===== config.mk =====
export PLATFORM = sky130hd
export DESIGN_NAME = crtc_top
export DESIGN_NICKNAME = d
export VERILOG_FILES = /design/src/hw/crtc_reg_pkg.sv /design/src/hw/crtc_timing_pkg.sv /design/src/hw/crtc_cfg_if.sv /design/src/hw/crtc_scan_if.sv /design/src/hw/crtc_raster_counter.sv /design/src/hw/crtc_refresh_addr.sv /design/src/hw/crtc_regfile.sv /design/src/hw/crtc_sync_gen.sv /design/src/hw/crtc_top.sv
export SDC_FILE = /design/constraint.sdc
export NUM_CORES = 1
export LEC_CHECK = 0
export ABC_CLOCK_PERIOD_IN_PS = 13200
export BUFFER_PORTS_ARGS = -buffer_cell sky130_fd_sc_hd__buf_2
export CAP_MARGIN = 20
export CELL_PAD_IN_SITES_DETAIL_PLACEMENT = 1
export CELL_PAD_IN_SITES_GLOBAL_PLACEMENT = 2
export CORE_MARGIN = 2
export CORE_UTILIZATION = 46
export CTS_CLUSTER_DIAMETER = 60
export CTS_CLUSTER_SIZE = 20
export DETAILED_ROUTE_END_ITERATION = 10
export PLACE_DENSITY_LB_ADDON = 0.1
export SETUP_SLACK_MARGIN = 0.1
export SLEW_MARGIN = 20
export SYNTH_ARGS = -nofsm -noshare
export SYNTH_HDL_FRONTEND = slang
export SYNTH_SLANG_ARGS = --single-unit

===== constraint.sdc =====
create_clock -name clk_i -period 13.2 [get_ports clk_i]
set_input_delay 1.98 -clock clk_i [delete_from_list [all_inputs] [get_ports clk_i]]
set_output_delay 1.98 -clock clk_i [all_outputs]
set_load 0.005 [all_outputs]

===== src/hw/crtc_reg_pkg.sv =====
// Register package: address type, register indices, reset defaults and status bit position
`default_nettype none

package crtc_reg_pkg;

    typedef logic [4:0] reg_addr_t;                 // Address register width

    localparam reg_addr_t R0_H_TOTAL     = 5'd0;    // Characters per line minus one
    localparam reg_addr_t R1_H_DISPLAYED = 5'd1;    // Displayed characters per line
    localparam reg_addr_t R2_H_SYNC_POS  = 5'd2;    // Character where hsync starts
    localparam reg_addr_t R3_SYNC_WIDTH  = 5'd3;    // [3:0] hsync chars, [7:4] vsync lines
    localparam reg_addr_t R4_V_TOTAL     = 5'd4;    // Rows per frame minus one
    localparam reg_addr_t R5_V_ADJUST    = 5'd5;    // Extra scan lines per frame
    localparam reg_addr_t R6_V_DISPLAYED = 5'd6;    // Displayed rows per frame
    localparam reg_addr_t R7_V_SYNC_POS  = 5'd7;    // Row where vsync starts
    localparam reg_addr_t R9_SCAN_LINE   = 5'd9;    // Scan lines per row minus one
    localparam reg_addr_t R12_START_HI   = 5'd12;   // Start address [13:8]
    localparam reg_addr_t R13_START_LO   = 5'd13;   // Start address [7:0]

    // Power-up contents of R13 down to R0, 40 column text screen
    localparam logic [13:0][7:0] REG_RESET = {
        8'h00, 8'h10,                               // R13, R12
        8'h00, 8'h00,                               // R11, R10 not used
        8'd7,  8'h00,                               // R9, R8 not used
        8'd28, 8'd25, 8'd5, 8'd32,                  // R7 to R4
        8'h01, 8'd48, 8'd40, 8'd63                  // R3 to R0
    };

    localparam int STATUS_VSYNC_BIT = 5;            // Vertical retrace flag in status byte

endpackage

`default_nettype wire


===== src/hw/crtc_timing_pkg.sv =====
// Timing package: axis selector, counter type and refresh/raster address widths
`default_nettype none

package crtc_timing_pkg;

    typedef enum logic {
        AXIS_H,                                     // Counts characters within a line
        AXIS_V                                      // Counts rows, sync and adjust in lines
    } axis_e;

    localparam int MA_W = 14;                       // Refresh memory address width
    localparam int RA_W = 5;                        // Raster address width

    typedef logic [7:0] count_t;                    // Character or row counter

endpackage

`default_nettype wire


===== src/hw/crtc_cfg_if.sv =====
// Decoded timing configuration interface between register file and counters
`timescale 1ns/1ps
`default_nettype none

interface crtc_cfg_if;
    crtc_timing_pkg::count_t              h_total;      // Line length minus one
    crtc_timing_pkg::count_t              h_displayed;  // Visible characters
    crtc_timing_pkg::count_t              h_sync_pos;
    logic [4:0]                           h_sync_width; // 0 to 15 characters
    crtc_timing_pkg::count_t              v_total;      // Rows minus one
    logic [4:0]                           v_adjust;     // Extra lines after last row
    crtc_timing_pkg::count_t              v_displayed;
    crtc_timing_pkg::count_t              v_sync_pos;
    logic [4:0]                           v_sync_width; // 1 to 16 lines
    logic [crtc_timing_pkg::RA_W-1:0]     scan_lines;   // Lines per row minus one
    logic [crtc_timing_pkg::MA_W-1:0]     start_addr;

    modport regs (
        output h_total, h_displayed, h_sync_pos, h_sync_width,
        output v_total, v_adjust, v_displayed, v_sync_pos, v_sync_width,
        output scan_lines, start_addr
    );

    modport timing (
        input  h_total, h_displayed, h_sync_pos, h_sync_width,
        input  v_total, v_adjust, v_displayed, v_sync_pos, v_sync_width,
        input  scan_lines, start_addr
    );
endinterface

`default_nettype wire


===== src/hw/crtc_scan_if.sv =====
// Scan position interface: line, row and frame start pulses plus display enable halves
`timescale 1ns/1ps
`default_nettype none

interface crtc_scan_if;
    logic line_start;                               // From horizontal generator, on cclk_en
    logic row_start;                                // From raster counter, on line_start
    logic frame_start;                              // From vertical generator
    logic h_de;                                     // Horizontal display window
    logic v_de;                                     // Vertical display window

    // Frame start realigns the raster after the adjust lines
    modport raster (
        input  line_start, frame_start,
        output row_start
    );

    modport addr (
        input  line_start, row_start, frame_start, h_de, v_de
    );
endinterface

`default_nettype wire


===== src/hw/crtc_raster_counter.sv =====
// Raster counter: scan line within a character row and the row start pulse
`timescale 1ns/1ps
`default_nettype none

module crtc_raster_counter (
    input  logic                             clk_i,
    input  logic                             reset_i,
    crtc_scan_if.raster                      scan,
    crtc_cfg_if.timing                       cfg,
    output logic [crtc_timing_pkg::RA_W-1:0] ra_o
);
    logic row_end;                                  // On last scan line of the row

    assign row_end        = ra_o >= cfg.scan_lines; // Also recovers from a shrunk R9
    assign scan.row_start = scan.line_start && row_end;

    always_ff @(posedge clk_i or posedge reset_i) begin
        if (reset_i) begin
            ra_o <= '0;
        end else if (scan.frame_start) begin
            ra_o <= '0;                             // Realign after adjust lines
        end else if (scan.line_start) begin
            ra_o <= row_end ? '0 : ra_o + 1'b1;
        end
    end
endmodule

`default_nettype wire


===== src/hw/crtc_refresh_addr.sv =====
// Refresh address generator with row base latch and combined display enable
`timescale 1ns/1ps
`default_nettype none

module crtc_refresh_addr (
    input  logic                             clk_i,
    input  logic                             reset_i,
    input  logic                             cclk_en_i,
    crtc_scan_if.addr                        scan,
    crtc_cfg_if.timing                       cfg,
    output logic                             de_o,
    output logic [crtc_timing_pkg::MA_W-1:0] ma_o
);
    logic [crtc_timing_pkg::MA_W-1:0] row_base_q;   // First address of current row

    assign de_o = scan.h_de && scan.v_de;

    always_ff @(posedge clk_i or posedge reset_i) begin
        if (reset_i) begin
            ma_o       <= '0;
            row_base_q <= '0;
        end else if (cclk_en_i) begin
            if (scan.frame_start) begin
                row_base_q <= cfg.start_addr;       // Top of screen
                ma_o       <= cfg.start_addr;
            end else if (scan.row_start) begin
                row_base_q <= ma_o;                 // Next row follows last character
            end else if (scan.line_start) begin
                ma_o <= row_base_q;                 // Repeat row for each scan line
            end else if (de_o) begin
                ma_o <= ma_o + 1'b1;
            end
        end
    end

    // Address holds between character clocks
    a_ma_hold: assert property (@(posedge clk_i) disable iff (reset_i)
        !cclk_en_i |=> $stable(ma_o));
endmodule

`default_nettype wire


===== src/hw/crtc_regfile.sv =====
// CRTC register file: address register, R0-R13 storage, status/register read, config decode
`timescale 1ns/1ps
`default_nettype none

module crtc_regfile (
    input  logic       clk_i,
    input  logic       reset_i,
    input  logic       bus_stb_i,                   // One cycle transfer strobe
    input  logic       cs_i,
    input  logic       rw_ni,                       // Low for write
    input  logic       rs_i,                        // 0 address/status, 1 data register
    input  logic [7:0] data_i,
    input  logic       v_sync_i,
    output logic [7:0] data_o,
    crtc_cfg_if.regs   cfg
);
    crtc_reg_pkg::reg_addr_t addr_q;                // Selects R0..R13
    logic [13:0][7:0]        regs_q;
    logic                    wr_en;
    logic                    addr_ok;               // Address points at a real register
    logic [7:0]              status;

    assign wr_en   = bus_stb_i && cs_i && !rw_ni;
    assign addr_ok = addr_q <= crtc_reg_pkg::R13_START_LO;

    always_ff @(posedge clk_i or posedge reset_i) begin
        if (reset_i) begin
            addr_q <= '0;
            regs_q <= crtc_reg_pkg::REG_RESET;
        end else if (wr_en) begin
            if (!rs_i) begin
                addr_q <= data_i[4:0];              // Select register
            end else if (addr_ok) begin
                regs_q[addr_q[3:0]] <= data_i;      // Writes past R13 are dropped
            end
        end
    end

    always_comb begin
        status = '0;
        status[crtc_reg_pkg::STATUS_VSYNC_BIT] = v_sync_i;  // Retrace in progress
    end

    assign data_o = !rs_i ? status : (addr_ok ? regs_q[addr_q[3:0]] : 8'h00);

    // Timing fields straight from storage
    assign cfg.h_total     = regs_q[crtc_reg_pkg::R0_H_TOTAL[3:0]];
    assign cfg.h_displayed = regs_q[crtc_reg_pkg::R1_H_DISPLAYED[3:0]];
    assign cfg.h_sync_pos  = regs_q[crtc_reg_pkg::R2_H_SYNC_POS[3:0]];
    assign cfg.v_total     = regs_q[crtc_reg_pkg::R4_V_TOTAL[3:0]];
    assign cfg.v_adjust    = regs_q[crtc_reg_pkg::R5_V_ADJUST[3:0]][4:0];
    assign cfg.v_displayed = regs_q[crtc_reg_pkg::R6_V_DISPLAYED[3:0]];
    assign cfg.v_sync_pos  = regs_q[crtc_reg_pkg::R7_V_SYNC_POS[3:0]];
    assign cfg.scan_lines  = regs_q[crtc_reg_pkg::R9_SCAN_LINE[3:0]][4:0];
    assign cfg.start_addr  = {regs_q[crtc_reg_pkg::R12_START_HI[3:0]][5:0],
                              regs_q[crtc_reg_pkg::R13_START_LO[3:0]]};

    // R3 split, upper nibble of 0 means 16 lines
    assign cfg.h_sync_width = {1'b0, regs_q[crtc_reg_pkg::R3_SYNC_WIDTH[3:0]][3:0]};
    assign cfg.v_sync_width = (regs_q[crtc_reg_pkg::R3_SYNC_WIDTH[3:0]][7:4] == 4'd0)
                            ? 5'd16
                            : {1'b0, regs_q[crtc_reg_pkg::R3_SYNC_WIDTH[3:0]][7:4]};

    // Storage and address register only move on a qualified bus write
    a_no_stray_write: assert property (@(posedge clk_i) disable iff (reset_i)
        !wr_en |=> $stable(regs_q) && $stable(addr_q));
endmodule

`default_nettype wire


===== src/hw/crtc_sync_gen.sv =====
// Sync generator for one axis: total, display and sync counters plus vertical adjust lines
`timescale 1ns/1ps
`default_nettype none

module crtc_sync_gen #(
    parameter crtc_timing_pkg::axis_e AXIS = crtc_timing_pkg::AXIS_H
) (
    input  logic        clk_i,
    input  logic        reset_i,
    input  logic        total_en_i,                 // Advances the character/row count
    input  logic        sync_en_i,                  // Advances sync width and adjust lines
    crtc_cfg_if.timing  cfg,
    output logic        sync_o,
    output logic        display_o,
    output logic        start_o                     // Line or frame start pulse
);
    localparam bit IS_V = (AXIS == crtc_timing_pkg::AXIS_V);

    crtc_timing_pkg::count_t total;
    crtc_timing_pkg::count_t displayed;
    crtc_timing_pkg::count_t sync_pos;
    crtc_timing_pkg::count_t cnt_q;
    crtc_timing_pkg::count_t cnt_d;
    logic [4:0]              width;
    logic [4:0]              adjust;
    logic [4:0]              sync_cnt_q;            // Sync units elapsed
    logic [4:0]              adj_cnt_q;             // Adjust lines elapsed
    logic                    adj_q;                 // In adjust lines after last row
    logic                    last;
    logic                    wrap;
    logic                    enter_adj;
    logic                    start;
    logic                    tick;                  // Count moved this cycle
    logic                    display_d;
    logic                    sync_d;

    assign total     = IS_V ? cfg.v_total      : cfg.h_total;
    assign displayed = IS_V ? cfg.v_displayed  : cfg.h_displayed;
    assign sync_pos  = IS_V ? cfg.v_sync_pos   : cfg.h_sync_pos;
    assign width     = IS_V ? cfg.v_sync_width : cfg.h_sync_width;
    assign adjust    = IS_V ? cfg.v_adjust     : 5'd0;  // No adjust horizontally

    assign last      = cnt_q == total;
    assign wrap      = last && total_en_i && !adj_q;
    assign enter_adj = wrap && (adjust != 5'd0);
    assign start     = adj_q ? (sync_en_i && adj_cnt_q == adjust) : (wrap && adjust == 5'd0);
    assign tick      = start || (total_en_i && !last && !adj_q);
    assign start_o   = start;

    assign cnt_d     = start ? '0 : (tick ? cnt_q + 1'b1 : cnt_q);
    assign display_d = (cnt_d == displayed) ? 1'b0 : (start ? 1'b1 : display_o);
    // Sync only fires as the count steps onto the position, not on every line of that row
    assign sync_d    = (sync_cnt_q >= width) ? 1'b0
                     : ((tick && cnt_d == sync_pos) ? 1'b1 : sync_o);

    always_ff @(posedge clk_i or posedge reset_i) begin
        if (reset_i) begin
            cnt_q      <= '0;
            display_o  <= 1'b0;
            sync_o     <= 1'b0;
            sync_cnt_q <= '0;
            adj_q      <= 1'b0;
            adj_cnt_q  <= '0;
        end else begin
            if (total_en_i || start) begin
                cnt_q     <= cnt_d;
                display_o <= display_d;
            end
            if (sync_en_i) begin
                sync_o     <= sync_d;
                sync_cnt_q <= sync_d ? sync_cnt_q + 1'b1 : '0;
                if (start) begin
                    adj_q     <= 1'b0;
                    adj_cnt_q <= '0;
                end else if (enter_adj) begin
                    adj_q     <= 1'b1;
                    adj_cnt_q <= 5'd1;              // First adjust line already running
                end else if (adj_q) begin
                    adj_cnt_q <= adj_cnt_q + 1'b1;
                end
            end
        end
    end

    // Width counter stays within the width seen on the enabling cycle
    a_sync_width: assert property (@(posedge clk_i) disable iff (reset_i)
        sync_en_i |=> sync_cnt_q <= $past(width));
endmodule

`default_nettype wire


===== src/hw/crtc_top.sv =====
// CRTC top level: register file, horizontal and vertical sync, raster and refresh address
`timescale 1ns/1ps
`default_nettype none

module crtc_top (
    input  logic                             clk_i,
    input  logic                             reset_i,
    input  logic                             cclk_en_i,  // Character clock strobe
    input  logic                             bus_stb_i,
    input  logic                             cs_i,
    input  logic                             rw_ni,
    input  logic                             rs_i,
    input  logic [7:0]                       data_i,
    output logic [7:0]                       data_o,
    output logic                             data_oe_o,  // CPU read in progress
    output logic                             h_sync_o,
    output logic                             v_sync_o,
    output logic                             de_o,
    output logic [crtc_timing_pkg::MA_W-1:0] ma_o,
    output logic [crtc_timing_pkg::RA_W-1:0] ra_o
);
    crtc_cfg_if  cfg ();
    crtc_scan_if scan ();

    assign data_oe_o = cs_i && rw_ni;

    crtc_regfile u_regfile (
        .clk_i(clk_i), .reset_i(reset_i), .bus_stb_i(bus_stb_i), .cs_i(cs_i),
        .rw_ni(rw_ni), .rs_i(rs_i), .data_i(data_i), .v_sync_i(v_sync_o),
        .data_o(data_o), .cfg(cfg)
    );

    crtc_sync_gen #(.AXIS(crtc_timing_pkg::AXIS_H)) u_h_sync (
        .clk_i(clk_i), .reset_i(reset_i),
        .total_en_i(cclk_en_i),                     // One count per character
        .sync_en_i(cclk_en_i),
        .cfg(cfg), .sync_o(h_sync_o), .display_o(scan.h_de), .start_o(scan.line_start)
    );

    crtc_raster_counter u_raster (
        .clk_i(clk_i), .reset_i(reset_i), .scan(scan), .cfg(cfg), .ra_o(ra_o)
    );

    crtc_sync_gen #(.AXIS(crtc_timing_pkg::AXIS_V)) u_v_sync (
        .clk_i(clk_i), .reset_i(reset_i),
        .total_en_i(scan.row_start),                // Rows
        .sync_en_i(scan.line_start),                // Sync width and adjust in lines
        .cfg(cfg), .sync_o(v_sync_o), .display_o(scan.v_de), .start_o(scan.frame_start)
    );

    crtc_refresh_addr u_refresh (
        .clk_i(clk_i), .reset_i(reset_i), .cclk_en_i(cclk_en_i),
        .scan(scan), .cfg(cfg), .de_o(de_o), .ma_o(ma_o)
    );
endmodule

`default_nettype wire


-- Yosys cells after proc, flatten, opt, wreduce, memory -nomap -nowiden
Cells that the tools add are included.
- register bits: 186
- input bits: 15
- output and inout port bits: 31
- logic and storage cells: 130
- add/subtract/negate cells: 7
- order comparisons: 6
- equality and inequality tests: 8
- mux-type cells: 37
- bitwise gates (word level): 1
- reductions and logical operators: 43
- operator list (cell ; number):
    bitwise mux 112 bit ; 1
    2-to-1 mux 14 bit ; 6
    2-to-1 mux 8 bit ; 8
    equality test 8 bit ; 6
    2-to-1 mux 5 bit ; 9
    binary-select mux 8 bit (select 4 bit) ; 1
    demux 8 bit (select 4 bit) ; 1
    adder 5 x 1 -> 5 bit, second input constant ; 4
    logical AND 1 bit ; 17
    adder 8 x 1 -> 8 bit, second input constant ; 2
    adder 14 x 1 -> 14 bit, second input constant ; 1
    AND reduction 2 bit ; 6
    2-to-1 mux 1 bit ; 11
    greater-or-equal comparator 5 bit ; 2
    nonzero test 2 bit ; 5
    AND reduction 3 bit ; 2
    nonzero test 3 bit ; 2
    equality test 5 bit ; 1
    greater-or-equal comparator 5 x 4 -> 1 bit ; 1
    less-or-equal comparator 5 x 4 -> 1 bit, second input constant ; 1
    logical NOT 5 bit ; 1
    < comparator 4 x 5 -> 1 bit, second input constant ; 1
    nonzero test 5 bit ; 1
    greater-or-equal comparator 4 x 1 -> 1 bit, second input constant ; 1
    other kinds (5) ; 11

-- Depth between registers and ports, before layout
- depth after elaboration: 15
- depth in mapped cells: 12
- depth with buffers taken out: 11

-- Cells and area by module
From an unflattened synthesis, not the netlist that was laid out.
- cell total of the unflattened synthesis: 1065
- area, all modules: 11573.6 um^2
- modules (own cells, without submodules) (module ; instances ; cells each ; area each (um^2)):
    crtc_regfile ; 1 ; 447 ; 6053.3
    crtc_sync_gen at u_v_sync ; 1 ; 204 ; 1906.8
    crtc_refresh_addr ; 1 ; 196 ; 1814.2
    crtc_sync_gen at u_h_sync ; 1 ; 172 ; 1407.6
    crtc_raster_counter ; 1 ; 45 ; 385.4
    crtc_top ; 1 ; 1 ; 6.3

-- Worst setup path before layout
OpenSTA, ideal clock, no wires.
- path type: input to output
- from: input port rs_i
- to: output port data_o[5]
- arrival: 2.869 ns
- required time: 11.220 ns
- path slack: 8.351 ns
- cell stages on the path: 4
- path buffers: 0
- path through: inv_1 a311oi_1 o21ai_0 o22ai_1
- word-level cells in the longest chain between the ends: 1
- ends and longest elaborated chain (item ; line ; RTL):
    start, declared ; crtc_top.sv:12 ; input logic rs_i,
    2-to-1 mux 8 bit ; crtc_regfile.sv:44 ; assign data_o = !rs_i ? status : (addr_ok ? regs_q[addr_q[3:0]] : 8'h00);
    end, declared ; crtc_top.sv:14 ; output logic [7:0] data_o,
Every way passes these cells.

-- Worst setup path after layout
Same ends and word-level chain as after synthesis.

==> results.rst <==
.. list-table::
   :header-rows: 1

   * - Metric
     - Value
   * - Result of the run
     - complete, no violations
   * - Combinational share of power
     - between 20% and 30%
   * - Power density relative to cell area
     - about 160 mW/mm2
   * - Final TNS setup
     - 0 ns
   * - Data required time at the worst endpoint
     - ~11 ns
   * - Number of fill cells
     - between 2000 and 2500
   * - Root buffer cell
     - sky130_fd_sc_hd__clkbuf_16
   * - Maximum number of pins on one net before global-route repair
     - 117
   * - Cell row count
     - between 50 and 60
   * - Highest net fanout along the worst path
     - 9
   * - Share of final-layout standard cells stronger than drive strength 1
     - between 20% and 30%
   * - Worst setup slack after placement
     - just under 8 ns
   * - Hold buffer count at CTS
     - 0
   * - Clock latency on the worst-skew pair
     - roughly 0.45 ns
   * - PortBufs
     - 45
   * - Max Clock Skew
     - around 0.016 ns
   * - Gr ovfl total
     - 0
   * - Critical Path AT
     - about 3.4 ns
   * - Routed wire per std cell
     - 24.61 um
   * - Unique cell type count in the Yosys netlist
     - 71
   * - Type of element launching the critical path
     - input port
   * - Number of synthesis warnings
     - 0
   * - Count of buffering cells on the critical path with inverters included
     - 3
   * - Net count, final
     - ~1000
   * - Layer carrying the most global-route usage
     - met2
   * - H-tree Lvls
     - 4
   * - Slowest stage cell, crit path
     - sky130_fd_sc_hd__a311oi_1
   * - Antenna violation net count after detailed routing
     - 0
   * - Flops & latches, synth
     - about 190
   * - Minimum hold slack
     - about 0.5 ns
   * - Clock transition at the registers of the reported paths
     - around 0.08 ns
   * - Area growth from synthesis to layout
     - 9.901%
   * - Maximum buffer depth of the clock tree
     - 2
   * - Maximum achievable frequency
     - 0.1869 GHz
   * - Largest vdd supply drop
     - between 0.07 and 0.08 mV
   * - Max Cap Violations
     - 0
   * - Number of enable flip-flop cells after synthesis
     - 0
   * - Finish-stage setup viols
     - 0
   * - Switching part of the total power
     - 37.21%
   * - Chip Width
     - about 160 um
   * - GR Layer Usage met1
     - 37.28%
   * - Minimum setup slack among reg-to-reg paths
     - a little over 9 ns
   * - Hold violation total from the final report
     - 0
   * - Transition time at the pin with the least slew margin
     - between 0.9 and 1 ns
   * - Detailed placer's ending HPWL
     - around 22000 um
   * - Part of the power in registers
     - between 40% and 50%
   * - Synthesized net count
     - between 900 and 1000
   * - Post-synthesis average cell area
     - 11.11 um2
   * - Clock group share of total power
     - between 20% and 30%
   * - Share of flip-flops with an asynchronous set or reset after synthesis
     - between 90% and 100%
   * - Clock sink total
     - between 150 and 200
   * - Delay of the slowest cell on the worst path
     - between 0.6 and 0.7 ns
   * - Global-route wire length before repair
     - 49530 um
   * - Residual DRC
     - 0
   * - Critical Path, Cell by Cell
     - buf_2 > inv_1 > a311oi_1 > o21ai_0 > o22ai_1 > buf_2
   * - Top cell type by total area after synthesis
     - sky130_fd_sc_hd__dfrtp_1
   * - Detailed-route vias per instance
     - 6.149
   * - Number of placed I/O pins
     - 46
   * - Setup repair bufs after CTS
     - 0
   * - Gate family responsible for the most delay along the worst path
     - compound AO/OA/AOI/OAI gates
   * - Shortest clock period the worst path allows after layout
     - around 5.4 ns
   * - Type of the worst min-delay path
     - reg2reg
   * - Fraction of the yosys area taken by sequential cells
     - between 40% and 50%
   * - Gpl congestion
     - ~0.87
   * - Syn Inst Count
     - between 900 and 1000
   * - Share of the clock period used by the worst path
     - around two fifths
   * - DRT iter0 DRCs
     - about 440
   * - CP Class
     - in2out
   * - Cell repeated most along the worst path
     - sky130_fd_sc_hd__buf_2
   * - Cell area after synthesis
     - around 0.011 mm2
   * - Worst slew slack as a fraction of its limit
     - 38.30%
   * - Leakage power
     - between 5 and 6 nW
   * - Overall fraction of global-route tracks in use
     - roughly 27%
   * - Area inside the core boundary
     - approximately 0.023 mm2
   * - Number of buffers inserted during clock tree synthesis
     - 17
   * - Most common flop cell mapped by yosys
     - sky130_fd_sc_hd__dfrtp_1
   * - Area fraction of the dominant cell type after synthesis
     - 38.28%
   * - GR Layer Usage met2
     - a little under half
   * - Clock tree from TritonCTS
     - done
   * - Min setup slack post-route
     - 7.850 ns
   * - Count of TritonRoute iterations in the first routing pass
     - 4
   * - Post-CTS resize count
     - 0
   * - Wirelength, routed
     - around 31000 um
   * - Pins over their slew limit
     - 0
   * - Die Y
     - 155.7 um
   * - Switching power total
     - just over 0.7 mW
   * - Vias after detailed routing
     - 7828
   * - GR Layer Usage met3
     - under 10%
   * - Leading post-synthesis cells by cell area
     - sky130_fd_sc_hd__dfrtp_1 38%, sky130_fd_sc_hd__mux2_2 15%, sky130_fd_sc_hd__dfstp_2 6.0%, sky130_fd_sc_hd__mux4_2 5.1%, sky130_fd_sc_hd__o21ai_0 2.9%
   * - Starting Density
     - approximately 47%
   * - RSZ-0062 raised after global routing
     - no
   * - Int Power
     - 1.206 mW
   * - Die Footprint
     - 0.02425 mm2
   * - Number of antenna violations at the first check in global routing
     - 1
   * - Via count of the first global-routing pass
     - approximately 8400
   * - Worst Setup End Kind
     - output port
-- kinds of logic after synthesis --
group	synth area share (%)
AND/OR/NAND/NOR	13.06
buffers and inverters	2.776
XOR/XNOR	5.175
flip-flops	44.23
AO/OA/AOI/OAI	9.559
multiplexers	22.72
adder cells (fa/ha/maj)	2.481
-- flip-flops by register name, summed over array words and instances (netlist names), 14 cells and up --
register / flops
u_refresh.ma_o: 14
u_refresh.row_base_q: 14
u_regfile.cfg.start_addr: 14
u_regfile.regs_q: 36
-- routing by layer --
layer,share of wire [%],vias to the layer above
li1,-,3514
met5,0,-
met2,49,167
met3,4.0,29
met4,1.6,0
met1,46,4118
-- power by group through the flow --
stage	clock network (mW)	logic (mW)	registers, mW
2_1_floorplan	0	0.434	0.776
3_3_place_gp	0	0.538	0.835
3_5_place_dp	0	0.558	0.846
4_1_cts	0.531	0.564	0.836
5_1_grt	0.555	0.619	0.856
6_report	0.520	0.561	0.839
-- cells in the mapped netlist, drive strengths merged, types with 3 or more instances --
master	n
a21oi	24
mux2i	30
mux2	139
nor3	11
clkbuf	34
o31ai	10
and4	3
xor2	25
nand4	17
a211oi	5
nand3	24
nand2	74
o22ai	10
dfstp	24
buf	17
a221oi	3
nor2	67
dfrtp	162
and2	10
mux4	24
o2bb2ai	3
xnor2	35
nand2b	10
a22o	3
or4	6
a21o	4
inv	22
o21a	4
nor4bb	3
and3	7
nand3b	3
nor2b	11
o32ai	4
ha	21
o21ai	64
nor4	9
-- final timing paths --
| kind | start | to | depth (start not counted) |
|---|---|---|---|
| worst max-delay path | rs_i | data_o[5] | 6 |
| worst min-delay path | u_h_sync.sync_cnt_q[4]$_DFFE_PP0P_ | u_h_sync.sync_cnt_q[4]$_DFFE_PP0P_ | 1 |
| worst max register to register | u_regfile.cfg.scan_lines[2]$_DFFE_PP1P_ | u_v_sync.sync_cnt_q[4]$_DFFE_PP0P_ | 11 |
| worst min register to register | u_h_sync.sync_cnt_q[4]$_DFFE_PP0P_ | u_h_sync.sync_cnt_q[4]$_DFFE_PP0P_ | 1 |
| max in group asynchronous | reset_i | u_h_sync.sync_cnt_q[1]$_DFFE_PP0P_ | 3 |
| min in group asynchronous | reset_i | u_regfile.addr_q[3]$_DFFE_PP0P_ | 2 |
-- through the flow --
stage	util [%]	instance area (um2)	std cells	power [mW]
final	51.41	11640	1273	1.920
after global routing	51.40	11640	1272	2.029
after CTS	51.40	11640	1272	1.931
after detailed placement	48.74	11030	1240	1.404
after global placement	48.74	11030	1240	1.373
after floorplan	-	10590	953	1.210
-- cells in the final DEF (no fill, tap or decap), drive strengths merged, types with 6 or more instances in the layout --
| master | count |
|---|---|
| dfrtp | 162 |
| mux2 | 139 |
| nand2 | 74 |
| nor2 | 67 |
| o21ai | 64 |
| buf | 53 |
| xnor2 | 35 |
| mux2i | 30 |
| inv | 28 |
| xor2 | 25 |
| a21oi | 24 |
| nand3 | 24 |
| mux4 | 24 |
| dfstp | 24 |
| ha | 21 |
| nand4 | 17 |
| clkbuf | 17 |
| nor2b | 11 |
| nor3 | 11 |
| nand2b | 10 |
| and2 | 10 |
| o22ai | 10 |
| o31ai | 10 |
| nor4 | 9 |
| clkinv | 8 |
| and3 | 7 |
| or4 | 6 |
-- final cells by class --
class | count | area (um2) | share of cell area, %
antenna | 1 | 2.502 | 0.02150
clock buffer | 17 | 425.4 | 3.655
clock inverter | 15 | 176.4 | 1.516
inverter | 22 | 90.09 | 0.7740
multi-input combinational | 694 | 5617 | 48.26
sequential | 186 | 4686 | 40.26
tap | 285 | 356.6 | 3.064
timing repair buffer | 53 | 285.3 | 2.451
(Power assumes the default switching activity.)
